### src/include/game_settings.svh
`ifndef GAME_SETTINGS_SVH
`define GAME_SETTINGS_SVH

// box sizes in pixels
`define PLAYER_W 8
`define PLAYER_H 8
`define BLOCK_W 16
`define BLOCK_H 16
`define ITEM_W 8

`define NUM_BLOCKS 6
`define NUM_SNOW 3
`define NUM_MONSTERS 1

// entry 0 sits in the lowest bits
// floor of blocks 0..4 at y 200, block 5 is the wall
`define BLOCK_X_TABLE {10'd80, 10'd64, 10'd48, 10'd32, 10'd16, 10'd0}
`define BLOCK_Y_TABLE {9'd184, 9'd200, 9'd200, 9'd200, 9'd200, 9'd200}
`define SNOW_X_TABLE {10'd84, 10'd48, 10'd24}
`define SNOW_Y_TABLE {9'd176, 9'd192, 9'd192}
`define MON_X_TABLE {10'd40}
`define MON_Y_TABLE {9'd176}

`define START_X 4
`define START_Y 192

// periods in clock cycles per pixel
`define MOVE_PERIOD 4
`define RISE_PERIOD 3
`define FALL_START 6
`define FALL_MIN 2
`define FALL_STEP 1
`define FALL_BURST 4
`define JUMP_HEIGHT 20

`define HEALTH_MAX 3

// keyboard set 2 scan codes
`define KEY_A 8'h1C
`define KEY_D 8'h23
`define KEY_W 8'h1D
`define KEY_R 8'h2D
`define KEY_BREAK 8'hF0

`endif

### src/hdl/game_pkg.sv
package game_pkg;

    localparam int COORD_X_W = 10;
    localparam int COORD_Y_W = 9;

    // screen coordinates, origin at the top left
    typedef logic [COORD_X_W-1:0] coord_x_t;
    typedef logic [COORD_Y_W-1:0] coord_y_t;

    typedef enum logic [1:0] {
        GAME_IDLE = 2'b00,
        GAME_PLAY = 2'b01,
        GAME_WIN  = 2'b11,
        GAME_LOSE = 2'b10
    } game_state_e;

    // vertical phase of the player
    typedef enum logic [1:0] {
        MOVE_GROUND = 2'b00,
        MOVE_RISE   = 2'b01,
        MOVE_FALL   = 2'b10
    } motion_state_e;

endpackage

### src/hdl/key_decoder.sv
`timescale 1ns/1ps
`include "game_settings.svh"

module key_decoder (
    input  logic       clk,
    input  logic       rst_n_i,
    input  logic [7:0] key_data_i,
    input  logic       key_valid_i,
    output logic       key_ready_o,
    output logic       left_o,
    output logic       right_o,
    output logic       jump_o,
    output logic       restart_o
);

    logic accept;
    logic break_seen;
    logic gap;

    // one dead cycle after every accepted byte
    assign key_ready_o = !gap;
    assign accept      = key_valid_i && key_ready_o;

    always_ff @(posedge clk or negedge rst_n_i) begin
        if (!rst_n_i) begin
            gap        <= 1'b0;
            break_seen <= 1'b0;
            left_o     <= 1'b0;
            right_o    <= 1'b0;
            jump_o     <= 1'b0;
            restart_o  <= 1'b0;
        end else begin
            gap       <= accept;
            restart_o <= 1'b0;
            if (accept) begin
                if (key_data_i == `KEY_BREAK) begin
                    break_seen <= 1'b1;
                end else begin
                    // make sets the flag, break prefix clears it
                    break_seen <= 1'b0;
                    case (key_data_i)
                        `KEY_A: left_o  <= !break_seen;
                        `KEY_D: right_o <= !break_seen;
                        `KEY_W: jump_o  <= !break_seen;
                        `KEY_R: restart_o <= !break_seen;
                        default: ;
                    endcase
                end
            end
        end
    end

    // restart is a single-cycle event even when R repeats back to back
    restart_single_cycle: assert property (
        @(posedge clk) disable iff (!rst_n_i) restart_o |=> !restart_o
    );

endmodule

### src/hdl/level_map.sv
`timescale 1ns/1ps
`include "game_settings.svh"

module level_map import game_pkg::*; (
    input  logic     clk,
    input  logic     rst_n_i,
    input  logic     level_reload_i,
    input  coord_x_t player_x_i,
    input  coord_y_t player_y_i,
    output logic     floor_o,
    output logic     ceiling_o,
    output logic     wall_right_o,
    output logic     wall_left_o,
    output logic     all_touched_o
);

    localparam logic [`NUM_BLOCKS*COORD_X_W-1:0] BLOCK_X = `BLOCK_X_TABLE;
    localparam logic [`NUM_BLOCKS*COORD_Y_W-1:0] BLOCK_Y = `BLOCK_Y_TABLE;

    int px;
    int py;
    logic [`NUM_BLOCKS-1:0] below;
    logic [`NUM_BLOCKS-1:0] above;
    logic [`NUM_BLOCKS-1:0] on_right;
    logic [`NUM_BLOCKS-1:0] on_left;
    logic [`NUM_BLOCKS-1:0] touched;

    assign px = int'(player_x_i);
    assign py = int'(player_y_i);

    generate
        for (genvar i = 0; i < `NUM_BLOCKS; i++) begin : g_block
            localparam int BX = int'(BLOCK_X[i*COORD_X_W +: COORD_X_W]);
            localparam int BY = int'(BLOCK_Y[i*COORD_Y_W +: COORD_Y_W]);
            logic x_span;
            logic y_span;

            // player columns or rows share some range with the block
            assign x_span = (px + `PLAYER_W > BX) && (px < BX + `BLOCK_W);
            assign y_span = (py + `PLAYER_H > BY) && (py < BY + `BLOCK_H);

            // row just under the player lies inside the block
            assign below[i] = x_span && (py + `PLAYER_H >= BY) &&
                              (py + `PLAYER_H < BY + `BLOCK_H);
            // row just above
            assign above[i] = x_span && (py > BY) && (py <= BY + `BLOCK_H);
            // column right of the box
            assign on_right[i] = y_span && (px + `PLAYER_W >= BX) &&
                                 (px + `PLAYER_W < BX + `BLOCK_W);
            assign on_left[i] = y_span && (px > BX) && (px <= BX + `BLOCK_W);
        end
    endgenerate

    always_ff @(posedge clk or negedge rst_n_i) begin
        if (!rst_n_i) begin
            floor_o       <= 1'b0;
            ceiling_o     <= 1'b0;
            wall_right_o  <= 1'b0;
            wall_left_o   <= 1'b0;
            touched       <= '0;
            all_touched_o <= 1'b0;
        end else begin
            floor_o      <= |below;
            ceiling_o    <= |above;
            wall_right_o <= |on_right;
            wall_left_o  <= |on_left;
            if (level_reload_i) begin
                touched       <= '0;
                all_touched_o <= 1'b0;
            end else begin
                // a block counts once the player has stood on it
                touched       <= touched | below;
                all_touched_o <= &touched;
            end
        end
    end

endmodule

### src/hdl/player_motion.sv
`timescale 1ns/1ps
`include "game_settings.svh"

module player_motion import game_pkg::*; (
    input  logic     clk,
    input  logic     rst_n_i,
    input  logic     play_en_i,
    input  logic     level_reload_i,
    input  logic     left_i,
    input  logic     right_i,
    input  logic     jump_i,
    input  logic     floor_i,
    input  logic     ceiling_i,
    input  logic     wall_right_i,
    input  logic     wall_left_i,
    output coord_x_t player_x_o,
    output coord_y_t player_y_o
);

    localparam int P_MAX0 = (`MOVE_PERIOD > `RISE_PERIOD) ? `MOVE_PERIOD : `RISE_PERIOD;
    localparam int P_MAX  = (P_MAX0 > `FALL_START) ? P_MAX0 : `FALL_START;
    localparam int PW     = $clog2(P_MAX + 1);
    localparam int RW     = $clog2(`JUMP_HEIGHT + 1);
    localparam int BW     = $clog2(`FALL_BURST + 1);

    motion_state_e state;
    logic [PW-1:0] h_cnt;
    logic [PW-1:0] v_cnt;
    logic [PW-1:0] fall_period;
    logic [RW-1:0] rise_cnt;
    logic [BW-1:0] burst_cnt;
    logic          go_left;
    logic          go_right;

    // left has priority, x stops at the screen edge
    assign go_left  = play_en_i && left_i && !wall_left_i && (player_x_o != '0);
    assign go_right = play_en_i && !left_i && right_i && !wall_right_i;

    always_ff @(posedge clk or negedge rst_n_i) begin
        if (!rst_n_i) begin
            state       <= MOVE_GROUND;
            player_x_o  <= coord_x_t'(`START_X);
            player_y_o  <= coord_y_t'(`START_Y);
            h_cnt       <= '0;
            v_cnt       <= '0;
            fall_period <= PW'(`FALL_START);
            rise_cnt    <= '0;
            burst_cnt   <= '0;
        end else if (level_reload_i) begin
            state       <= MOVE_GROUND;
            player_x_o  <= coord_x_t'(`START_X);
            player_y_o  <= coord_y_t'(`START_Y);
            h_cnt       <= '0;
            v_cnt       <= '0;
            fall_period <= PW'(`FALL_START);
            rise_cnt    <= '0;
            burst_cnt   <= '0;
        end else begin
            // walking
            if (go_left || go_right) begin
                if (h_cnt == PW'(`MOVE_PERIOD - 1)) begin
                    h_cnt      <= '0;
                    player_x_o <= go_left ? player_x_o - 1'b1 : player_x_o + 1'b1;
                end else begin
                    h_cnt <= h_cnt + 1'b1;
                end
            end else begin
                h_cnt <= '0;
            end

            case (state)
                MOVE_GROUND: begin
                    v_cnt       <= '0;
                    rise_cnt    <= '0;
                    burst_cnt   <= '0;
                    fall_period <= PW'(`FALL_START);
                    if (!floor_i) begin
                        state <= MOVE_FALL;
                    end else if (play_en_i && jump_i) begin
                        state <= MOVE_RISE;
                    end
                end
                MOVE_RISE: begin
                    if (ceiling_i || rise_cnt == RW'(`JUMP_HEIGHT)) begin
                        state <= MOVE_FALL;
                        v_cnt <= '0;
                    end else if (v_cnt == PW'(`RISE_PERIOD - 1)) begin
                        v_cnt      <= '0;
                        player_y_o <= player_y_o - 1'b1;
                        rise_cnt   <= rise_cnt + 1'b1;
                    end else begin
                        v_cnt <= v_cnt + 1'b1;
                    end
                end
                MOVE_FALL: begin
                    if (floor_i) begin
                        state <= MOVE_GROUND;
                        v_cnt <= '0;
                    end else if (v_cnt == fall_period - 1'b1) begin
                        v_cnt      <= '0;
                        player_y_o <= player_y_o + 1'b1;
                        // speed up after each burst of pixels
                        if (burst_cnt == BW'(`FALL_BURST - 1)) begin
                            burst_cnt <= '0;
                            if (fall_period >= PW'(`FALL_MIN + `FALL_STEP)) begin
                                fall_period <= fall_period - PW'(`FALL_STEP);
                            end else begin
                                fall_period <= PW'(`FALL_MIN);
                            end
                        end else begin
                            burst_cnt <= burst_cnt + 1'b1;
                        end
                    end else begin
                        v_cnt <= v_cnt + 1'b1;
                    end
                end
                default: state <= MOVE_GROUND;
            endcase
        end
    end

    // the registered wall flag from level_map must hold x back
    no_walk_into_wall: assert property (
        @(posedge clk) disable iff (!rst_n_i)
        (wall_right_i && !level_reload_i) |=> (player_x_o <= $past(player_x_o))
    );

    no_fall_through_floor: assert property (
        @(posedge clk) disable iff (!rst_n_i)
        (state == MOVE_GROUND && floor_i) |=> (state != MOVE_FALL)
    );

endmodule

### src/hdl/pickup_tracker.sv
`timescale 1ns/1ps
`include "game_settings.svh"

module pickup_tracker import game_pkg::*; (
    input  logic     clk,
    input  logic     rst_n_i,
    input  logic     level_reload_i,
    input  coord_x_t player_x_i,
    input  coord_y_t player_y_i,
    output logic     snow_hit_o,
    output logic     monster_hit_o
);

    localparam logic [`NUM_SNOW*COORD_X_W-1:0]     SNOW_X = `SNOW_X_TABLE;
    localparam logic [`NUM_SNOW*COORD_Y_W-1:0]     SNOW_Y = `SNOW_Y_TABLE;
    localparam logic [`NUM_MONSTERS*COORD_X_W-1:0] MON_X  = `MON_X_TABLE;
    localparam logic [`NUM_MONSTERS*COORD_Y_W-1:0] MON_Y  = `MON_Y_TABLE;

    logic [`NUM_SNOW-1:0]     snow_now;
    logic [`NUM_SNOW-1:0]     collected;
    logic [`NUM_MONSTERS-1:0] mon_now;
    logic [`NUM_MONSTERS-1:0] mon_prev;

    // player box against an item square
    function automatic logic overlap(coord_x_t px, coord_y_t py, int ix, int iy);
        int x;
        int y;
        x = int'(px);
        y = int'(py);
        return (x + `PLAYER_W > ix) && (x < ix + `ITEM_W) &&
               (y + `PLAYER_H > iy) && (y < iy + `ITEM_W);
    endfunction

    generate
        for (genvar i = 0; i < `NUM_SNOW; i++) begin : g_snow
            assign snow_now[i] = overlap(player_x_i, player_y_i,
                                         int'(SNOW_X[i*COORD_X_W +: COORD_X_W]),
                                         int'(SNOW_Y[i*COORD_Y_W +: COORD_Y_W]));
        end
        for (genvar j = 0; j < `NUM_MONSTERS; j++) begin : g_mon
            assign mon_now[j] = overlap(player_x_i, player_y_i,
                                        int'(MON_X[j*COORD_X_W +: COORD_X_W]),
                                        int'(MON_Y[j*COORD_Y_W +: COORD_Y_W]));
        end
    endgenerate

    always_ff @(posedge clk or negedge rst_n_i) begin
        if (!rst_n_i) begin
            collected     <= '0;
            mon_prev      <= '0;
            snow_hit_o    <= 1'b0;
            monster_hit_o <= 1'b0;
        end else if (level_reload_i) begin
            collected     <= '0;
            mon_prev      <= '0;
            snow_hit_o    <= 1'b0;
            monster_hit_o <= 1'b0;
        end else begin
            collected  <= collected | snow_now;
            snow_hit_o <= |(snow_now & ~collected);
            // monster hurts again only after the player has left it
            mon_prev      <= mon_now;
            monster_hit_o <= |(mon_now & ~mon_prev);
        end
    end

endmodule

### src/hdl/game_status.sv
`timescale 1ns/1ps
`include "game_settings.svh"

module game_status import game_pkg::*; (
    input  logic        clk,
    input  logic        rst_n_i,
    input  logic        restart_i,
    input  logic        snow_hit_i,
    input  logic        monster_hit_i,
    input  logic        all_touched_i,
    output logic        level_reload_o,
    output logic        play_en_o,
    output logic [3:0]  score_o,
    output logic [3:0]  health_o,
    output game_state_e game_state_o
);

    assign play_en_o = (game_state_o == GAME_PLAY);

    always_ff @(posedge clk or negedge rst_n_i) begin
        if (!rst_n_i) begin
            game_state_o   <= GAME_IDLE;
            level_reload_o <= 1'b0;
            score_o        <= '0;
            health_o       <= 4'(`HEALTH_MAX);
        end else begin
            level_reload_o <= restart_i;
            if (level_reload_o) begin
                // fresh level from any state
                game_state_o <= GAME_PLAY;
                score_o      <= '0;
                health_o     <= 4'(`HEALTH_MAX);
            end else if (game_state_o == GAME_PLAY) begin
                if (snow_hit_i) begin
                    score_o <= score_o + 1'b1;
                end
                if (monster_hit_i && health_o != '0) begin
                    health_o <= health_o - 1'b1;
                end
                // loss wins over a finished map
                if (health_o == '0) begin
                    game_state_o <= GAME_LOSE;
                end else if (all_touched_i) begin
                    game_state_o <= GAME_WIN;
                end
            end
        end
    end

    health_in_range: assert property (
        @(posedge clk) disable iff (!rst_n_i) health_o <= 4'(`HEALTH_MAX)
    );

endmodule

### src/hdl/platform_game_top.sv
`timescale 1ns/1ps

module platform_game_top import game_pkg::*; (
    input  logic        clk,
    input  logic        rst_n_i,
    input  logic [7:0]  key_data_i,
    input  logic        key_valid_i,
    output logic        key_ready_o,
    output coord_x_t    player_x_o,
    output coord_y_t    player_y_o,
    output logic [3:0]  score_o,
    output logic [3:0]  health_o,
    output game_state_e game_state_o
);

    logic left;
    logic right;
    logic jump;
    logic restart;
    logic level_reload;
    logic play_en;
    logic floor_hit;
    logic ceiling_hit;
    logic wall_right;
    logic wall_left;
    logic all_touched;
    logic snow_hit;
    logic monster_hit;

    key_decoder u_keys (
        .clk         (clk),
        .rst_n_i     (rst_n_i),
        .key_data_i  (key_data_i),
        .key_valid_i (key_valid_i),
        .key_ready_o (key_ready_o),
        .left_o      (left),
        .right_o     (right),
        .jump_o      (jump),
        .restart_o   (restart)
    );

    level_map u_map (
        .clk            (clk),
        .rst_n_i        (rst_n_i),
        .level_reload_i (level_reload),
        .player_x_i     (player_x_o),
        .player_y_i     (player_y_o),
        .floor_o        (floor_hit),
        .ceiling_o      (ceiling_hit),
        .wall_right_o   (wall_right),
        .wall_left_o    (wall_left),
        .all_touched_o  (all_touched)
    );

    player_motion u_motion (
        .clk            (clk),
        .rst_n_i        (rst_n_i),
        .play_en_i      (play_en),
        .level_reload_i (level_reload),
        .left_i         (left),
        .right_i        (right),
        .jump_i         (jump),
        .floor_i        (floor_hit),
        .ceiling_i      (ceiling_hit),
        .wall_right_i   (wall_right),
        .wall_left_i    (wall_left),
        .player_x_o     (player_x_o),
        .player_y_o     (player_y_o)
    );

    pickup_tracker u_pickups (
        .clk            (clk),
        .rst_n_i        (rst_n_i),
        .level_reload_i (level_reload),
        .player_x_i     (player_x_o),
        .player_y_i     (player_y_o),
        .snow_hit_o     (snow_hit),
        .monster_hit_o  (monster_hit)
    );

    game_status u_status (
        .clk            (clk),
        .rst_n_i        (rst_n_i),
        .restart_i      (restart),
        .snow_hit_i     (snow_hit),
        .monster_hit_i  (monster_hit),
        .all_touched_i  (all_touched),
        .level_reload_o (level_reload),
        .play_en_o      (play_en),
        .score_o        (score_o),
        .health_o       (health_o),
        .game_state_o   (game_state_o)
    );

endmodule

### config.mk
export PLATFORM = sky130hd
export DESIGN_NAME = platform_game_top
export DESIGN_NICKNAME = d
export VERILOG_FILES = /design/src/hdl/game_pkg.sv /design/src/hdl/key_decoder.sv /design/src/hdl/level_map.sv /design/src/hdl/player_motion.sv /design/src/hdl/pickup_tracker.sv /design/src/hdl/game_status.sv /design/src/hdl/platform_game_top.sv
export VERILOG_INCLUDE_DIRS = /design/src /design/src/include
export SDC_FILE = /design/constraint.sdc
export NUM_CORES = 1
export LEC_CHECK = 0
export ABC_AREA = 1
export BUFFER_PORTS_ARGS = -buffer_cell sky130_fd_sc_hd__buf_4
export CAP_MARGIN = 20
export CORE_ASPECT_RATIO = 1.4
export CORE_MARGIN = 10
export CORE_UTILIZATION = 45
export DETAILED_ROUTE_END_ITERATION = 7
export GPL_ROUTABILITY_DRIVEN = 0
export PLACE_DENSITY = 0.68
export REMOVE_ABC_BUFFERS = 1
export SLEW_MARGIN = 5
export SYNTH_ARGS = -nofsm -noshare
export SYNTH_HDL_FRONTEND = slang
export SYNTH_SLANG_ARGS = --single-unit
### constraint.sdc
create_clock -name clk -period 4.96 [get_ports clk]
set_input_delay 0.496 -clock clk [delete_from_list [all_inputs] [get_ports clk]]
set_output_delay 0.496 -clock clk [all_outputs]
set_load 0.05 [all_outputs]
==> metrics.cfg, run 1 <==
[global_routing]
grtUsageMet3_pct = 3.63
grt_first_pass_wirelength_um = 21600
globalRouteMet2Util_pct = 27.9
gr-total-overflow = 0
globalRouteMet1Util_pct = 16.5
grt_pass1_vias = 4747
grt_max_degree = 73
number_of_antenna_violations_at_the_first_check_in_global_routing = 0
track_usage_pct = 15.5
grt.busiest_layer = met2

[timing]
timing_worst_slew_pin_value_ns = 0.920
final_critical_path_setup_slack_ns = 2.13
report.final.slew_viol_count = 0
slew_headroom_pct = 38.7
timing.final.setup_violations = 0
fmaxAchievable_ghz = 0.353
hold_viol_final = 0
finalCriticalPeriod_ns = 2.83
rsz_0062_raised_after_global_routing = no
post-route-period-util_pct = 57.1
worst_clock_skew_ns = 0.00616
final.setup.tns_ns = 0

[setup_path]
regToRegStartpoint = u_motion.player_x_o[7]
timing.critical_path.cells = inv_1 > nand2_2 > nor2_1 > nand4_1 > nand2_1 > inv_1 > ha_1 > inv_1 > o21ai_0 > a21oi_1 > nand2_1 > nand2_1 > nand2_1 > nand2_1 > nand2_1 > nand3_1 > nand3_1 > o21ai_0
reg_to_reg_slack_setup_ns = 2.13
start_kind = register
arrival_ns = 3.06
reg2reg_to = u_motion.player_x_o[9]
worstRegToRegCells = 18
endpoint_kind_of_the_worst_setup_timing_path = register
crit_path_most_repeated_cell = nand2_1
critical-path-max-stage-delay_ns = 0.43
critPathMaxFanout = 10
cp.buffers_inverters = 3
worst_ep_required_time_ns = 5.18
path_depth = 18
worst_setup_path_startpoint = u_motion.player_x_o[7]
critical_path_slowest_stage_cell = dfrtp_1
worst-setup-path-type = register to register
crit_path_end = u_motion.player_x_o[9]
path_delay_family = simple AND/OR/NAND/NOR gates

[power]
power.static_leakage_nw = 2.97
p_per_area_mw_per_mm2 = 539
power.total_mw = 3.18
peak_ir_drop_on_the_vdd_network_mv = 0.216

[run_status]
run_status = finished, final reports clean

[floorplan]
die_height_um = 147
placementRows = 46
floorplan.initialDensity_pct = 45.8
floorplan.io_pins = 41
fp.dieArea_sq_mm = 0.0162
dieWidth_um = 111
coreArea_sq_mm = 0.0113

[place]
hpwlAfterDp_um = 9770
io_buffers = 40
pre_cts_setup_slack_ns = 2.15

[clocking]
h_tree_level_count = 3
cts-root-buf = clkbuf_16
post_cts_hold_buffer_count = 0
clk_latency_ns = 0.34
deepest_clock_path_buffer_count = 2
cts.sink_count = 72
clock_pin_slew_of_the_registers_on_the_worst_case_setup_and_hold_paths_ns = 0.06
cts-resized-gates = 0
tritoncts = yes
tritoncts.num_buffers = 9
cts_post_setup_buffers_inserted = 0

[synthesis]
ys.flop_type = dfrtp_1
synth_seq_area_share_pct = 35.1
synth_top_area_share_pct = 31.5
synth_edf_count = 0
synth.largest_area_cell = dfrtp_1
mappedNetlistArea_sq_mm = 0.00516
synth_commonest_cells = nand2_1 (133), inv_1 (105), nor2_1 (86)
yosys.cell_count.top_type = nand2_1
postSynthRegisterBits = 72
syn-instance-count = 708
asyncSetResetFlopFracSynth_pct = 100
yosys-top-cells-area = dfrtp_1 (31%), nand2_1 (9.7%), ha_1 (8.7%)
synth.avg_cell_area_sq_um = 7.29
synth_cell_types = 44
yosys_warnings = 0

[drt]
ant_nets = 0
post_detailed_route_drc_marker_count = 0
first_pass_iters = 5
drt_wl_total_um = 12600
route.vias.total = 4790
drt-wirelength-per-cell_um = 14.0
initialDrtViolationCount = 178
vias_per_cell = 5.32

[cells_and_area]
fraction_of_final_layout_cells_sized_beyond_drive_strength_1_pct = 13.7
areaGrowthSynthToFinish_pct = 14.2
n_antenna_cell = 0
nFillCells = 1091
final_stage_net_count = 801

[hold_path]
min_path_type = primary input to async pin

[flow_run]
maxCapViolCount = 0

report_power, final:
group          leakage [nW]  switching (mW)  internal (mW)
logic                  1.87            1.12          0.564
clock network         0.146           0.291          0.355
registers             0.948           0.140          0.707
total                  2.97            1.55           1.63
metal layers:
| metal | vias to the layer above | routed length, um |
|---|---|---|
| met3 | 42 | 493 |
| met4 | 0 | 482 |
| met2 | 105 | 6500 |
| met5 | - | 0 |
| met1 | 2229 | 5170 |
| li1 | 2414 | - |
state kept, by name, summed over array words and instances, names as in the netlist, 2 cells and up:
register and flops:
u_map.touched 6, u_status.health_o 4, u_status.game_state_o 2, u_status.score_o 4, u_motion.v_cnt 3, u_motion.fall_period 3, u_pickups.collected 3, u_motion.player_x_o 10
u_motion.burst_cnt 3, u_motion.rise_cnt 5, u_motion.player_y_o 9, u_motion.h_cnt 3, u_motion.state 2
worst register-to-register path: cells and delay by family (launching register included):
kind            cells  cell delay (ns)
fa+ha+maj           1             0.39
buf+inv             3             0.44
simple gates       11             1.06
flops               1             0.43
compound gates      3             0.40
cell type report:
type	count	area [sq um]	share of cell area (%)
Sequential cell	72	1810	30.7
Inverter	111	417	7.07
Clock buffer	9	225	3.82
Timing Repair Buffer	41	308	5.22
Tap cell	144	180	3.06
Multi-Input combinational cell	517	2890	49.0
Clock inverter	7	68.8	1.17
cells in the final DEF, fill, tap and decap left out, drive strengths merged, types with 12 or more instances in the layout:
cell,synthesis,final
nand4,20,20
nand3,58,58
o21ai,47,47
a21oi,39,39
o22ai,12,12
nor2,100,100
ha,36,36
nand2,143,143
inv,110,115
dfrtp,65,65
buf,7,41
nor3,14,14
kinds of logic (layout without fill, tap and decap cells):
group | count (synthesis) | count (layout) | synth area share (%)
adder cells (fa/ha/maj) | 38 | 38 | 9.50
flip-flops | 72 | 72 | 35.1
buffers and inverters | 119 | 168 | 9.01
AND/OR/NAND/NOR | 344 | 344 | 30.4
XOR/XNOR | 17 | 17 | 2.88
AO/OA/AOI/OAI | 118 | 118 | 13.2
per-stage QoR:
stage               util, %  hold slack (ns)  instances  instance area [sq um]
floorplan                 -            0.200        700                   5110
global placement       49.7            0.337        885                   5600
detailed placement     49.7            0.348        885                   5600
CTS                    52.3            0.330        901                   5900
global route           52.3            0.343        901                   5900
finish                 52.3            0.266        901                   5900
worst min-delay path by stage:
stage	from	endpoint	slack, ns	depth (start not counted)
final	rst_n_i	u_motion.player_y_o[8]	0.27	1
after global routing	rst_n_i	u_motion.player_y_o[8]	0.34	1
after CTS	rst_n_i	u_motion.player_y_o[8]	0.33	1
after detailed placement	u_keys.restart_o	u_status.level_reload_o	0.35	0
after global placement	u_keys.restart_o	u_status.level_reload_o	0.34	0
after floorplan	rst_n_i	u_keys.break_seen	0.20	0
Note: power is estimated with default switching activity, not from simulation.
==> inputs of run 2 (changes only) <==
==> constraint.sdc (replaced) <==
create_clock -name clk -period 2.8 [get_ports clk]
set_input_delay 0.28 -clock clk [delete_from_list [all_inputs] [get_ports clk]]
set_output_delay 0.28 -clock clk [all_outputs]
set_load 0.05 [all_outputs]
==> run 2 against run 1 <==
Net effect: clock skew increased by 0.0031 ns; fmax increased by 7.9%; register-to-register slack got worse by 2.0 ns; critical path type unchanged; sequential cell count unchanged; final area increased by 2.2%; die area unchanged; largest cell class unchanged.
==> metrics.cfg, run 2 (same netlist as run 1, synthesis figures left out) <==
[cells_and_area]
layout_common_cells = nand2_1 (130), inv_1 (103), nor2_1 (84)
sequential_cell_area_sq_mm = 0.00181
final_standard_cell_area_without_fillers_sq_mm = 0.00603
top_register = u_motion.player_x_o
reg.largest.list = u_motion.player_x_o (10), u_motion.player_y_o (9), u_map.touched (6)
final_stage_net_count = 815
largest_register_ff_count = 10
areaGrowthSynthToFinish_pct = 16.7
fraction_of_final_layout_cells_sized_beyond_drive_strength_1_pct = 16.5
leading_cell_type_in_the_layout_fill_and_taps_excluded = nand2_1
stdcell_count = 915
combined_area_of_the_multi_input_logic_cells_sq_mm = 0.00292
nFillCells = 1114
n_antenna_cell = 0

[global_routing]
number_of_antenna_violations_at_the_first_check_in_global_routing = 0
track_usage_pct = 15.8
grt_pass1_vias = 4814
grt_max_degree = 73
gr-total-overflow = 0
grt_first_pass_wirelength_um = 21900

[place]
post-place-cells = 892
placed_cell_area_sq_mm = 0.00566
io_buffers = 40
hpwlAfterDp_um = 9730

[timing]
hold_viol_final = 0
timing.final.setup_violations = 0
worst_clock_skew_ns = 0.00929
finalCriticalPeriod_ns = 2.62
final.setup.tns_ns = 0
report.final.slew_viol_count = 0
slew_headroom_pct = 36.9
fmaxAchievable_ghz = 0.381
rsz_0062_raised_after_global_routing = yes
timing_worst_slew_pin_value_ns = 0.947
post-route-period-util_pct = 93.7

[floorplan]
floorplan.initialDensity_pct = 45.8
coreArea_sq_mm = 0.0113
die_height_um = 147
placementRows = 46
floorplan.io_pins = 41
dieWidth_um = 111
fp.dieArea_sq_mm = 0.0162

[setup_path]
worst_ep_required_time_ns = 3.02
start_kind = register
endpoint_kind_of_the_worst_setup_timing_path = register
critPathMaxFanout = 8
worst-setup-path-type = register to register
arrival_ns = 2.84

[drt]
initialDrtViolationCount = 176
post_detailed_route_drc_marker_count = 0
vias_per_cell = 5.27
ant_nets = 0
first_pass_iters = 5
route.vias.total = 4825
drt_wl_total_um = 12800
drt-wirelength-per-cell_um = 13.9

[clocking]
h_tree_level_count = 3
cts.sink_count = 72
clock_pin_slew_of_the_registers_on_the_worst_case_setup_and_hold_paths_ns = 0.06
deepest_clock_path_buffer_count = 2
clk_latency_ns = 0.34
tritoncts.num_buffers = 9
cts-root-buf = clkbuf_16
tritoncts = yes
post_cts_hold_buffer_count = 0

[run_status]
run_status = finished, final reports clean

[power]
p_per_area_mw_per_mm2 = 916
power.total_mw = 5.52
power.switching_mw = 2.67
p_seq_share_pct = 27.3
power.static_leakage_nw = 3.02
power_switching_share_pct = 48.3
pwr-share-comb_pct = 53.4
power.share.clock_pct = 19.4
cellInternalPower_mw = 2.85
peak_ir_drop_on_the_vdd_network_mv = 0.371

[hold_path]
min_path_type = primary input to async pin

[flow_run]
maxCapViolCount = 0

-- run 2: cell count changes in the layout (fill, tap and decap cells not counted), moves of 3 or more --
| cell | before | now |
|---|---|---|
| inv_8 | 3 | 0 |
| nand2_1 | 133 | 130 |
| buf_4 | 41 | 54 |
| nand2_2 | 10 | 13 |
-- run 2: path summary, 6_finish.rpt --
kind	from	cells after the start	to	slack, ns
hold / removal	rst_n_i	1	u_motion.player_y_o[8]	0.06
setup reg to reg	u_motion.player_x_o[9]	19	u_motion.player_x_o[9]	0.18
hold reg to reg	u_keys.restart_o	0	u_status.level_reload_o	0.36
max in group asynchronous	rst_n_i	1	u_motion.player_x_o[1]	2.04
setup / recovery	u_motion.player_x_o[9]	19	u_motion.player_x_o[9]	0.18
min in group clk	key_data_i[4]	4	u_keys.restart_o	0.21
-- run 2: worst max-delay path, stage by stage (launching register included) --
cell and delay [ns]:
dfrtp_1 0.41, nor2_1 0.12, nand2_2 0.11, nor2_4 0.13, nand4_1 0.13, nand2_2 0.12, clkinvlp_4 0.19, buf_6 0.18
ha_1 0.26, nand3_1 0.08, nand2_2 0.11, nand3_1 0.08, nand2_1 0.10, nand2_1 0.07, nand2_1 0.06, nand2_1 0.07
nand2_1 0.08, nand3_1 0.07, nand3_1 0.06, o21ai_0 0.07
-- run 2: area by class of cell --
| type | count | share of cell area, % |
|---|---|---|
| Multi-Input combinational cell | 517 | 48.5 |
| Sequential cell | 72 | 30.1 |
| Inverter | 111 | 6.98 |
| Clock buffer | 10 | 3.80 |
| Timing Repair Buffer | 55 | 6.91 |
| Clock inverter | 6 | 0.727 |
| Tap cell | 144 | 2.99 |
-- run 2: timing repair --
action | CTS | global route
endpoints found under the setup margin | 0 | 3
buffers inserted | 0 | 7
resized for setup | 0 | 16
-- run 2: metrics by stage --
stage	hold slack (ns)	utilization, %	setup WS (ns)
3_3_place_gp	0.333	50.1	0.191
4_1_cts	0.117	52.6	0.00803
2_1_floorplan	-0.0156	-	0.101
6_report	0.0624	53.4	0.176
5_1_grt	0.160	53.4	-0.0428
3_5_place_dp	0.345	50.1	0.00880
-- run 2: power by group through the flow --
| stage | registers [mW] | logic (mW) | clock network (mW) |
|---|---|---|---|
| 2_1_floorplan | 1.71 | 2.03 | 0 |
| 3_3_place_gp | 1.51 | 2.89 | 0 |
| 3_5_place_dp | 1.52 | 2.94 | 0 |
| 4_1_cts | 1.51 | 2.95 | 1.09 |
| 5_1_grt | 1.54 | 3.35 | 1.14 |
| 6_report | 1.51 | 2.95 | 1.07 |
-- run 2: metal layers --
layer	vias to the layer above	part of all wire, %	GRT usage [%]
met5	-	0	0
met1	2268	41	16.8
met2	90	53	28.8
li1	2445	-	-
met4	0	2.1	7.25
met3	22	3.6	3.50
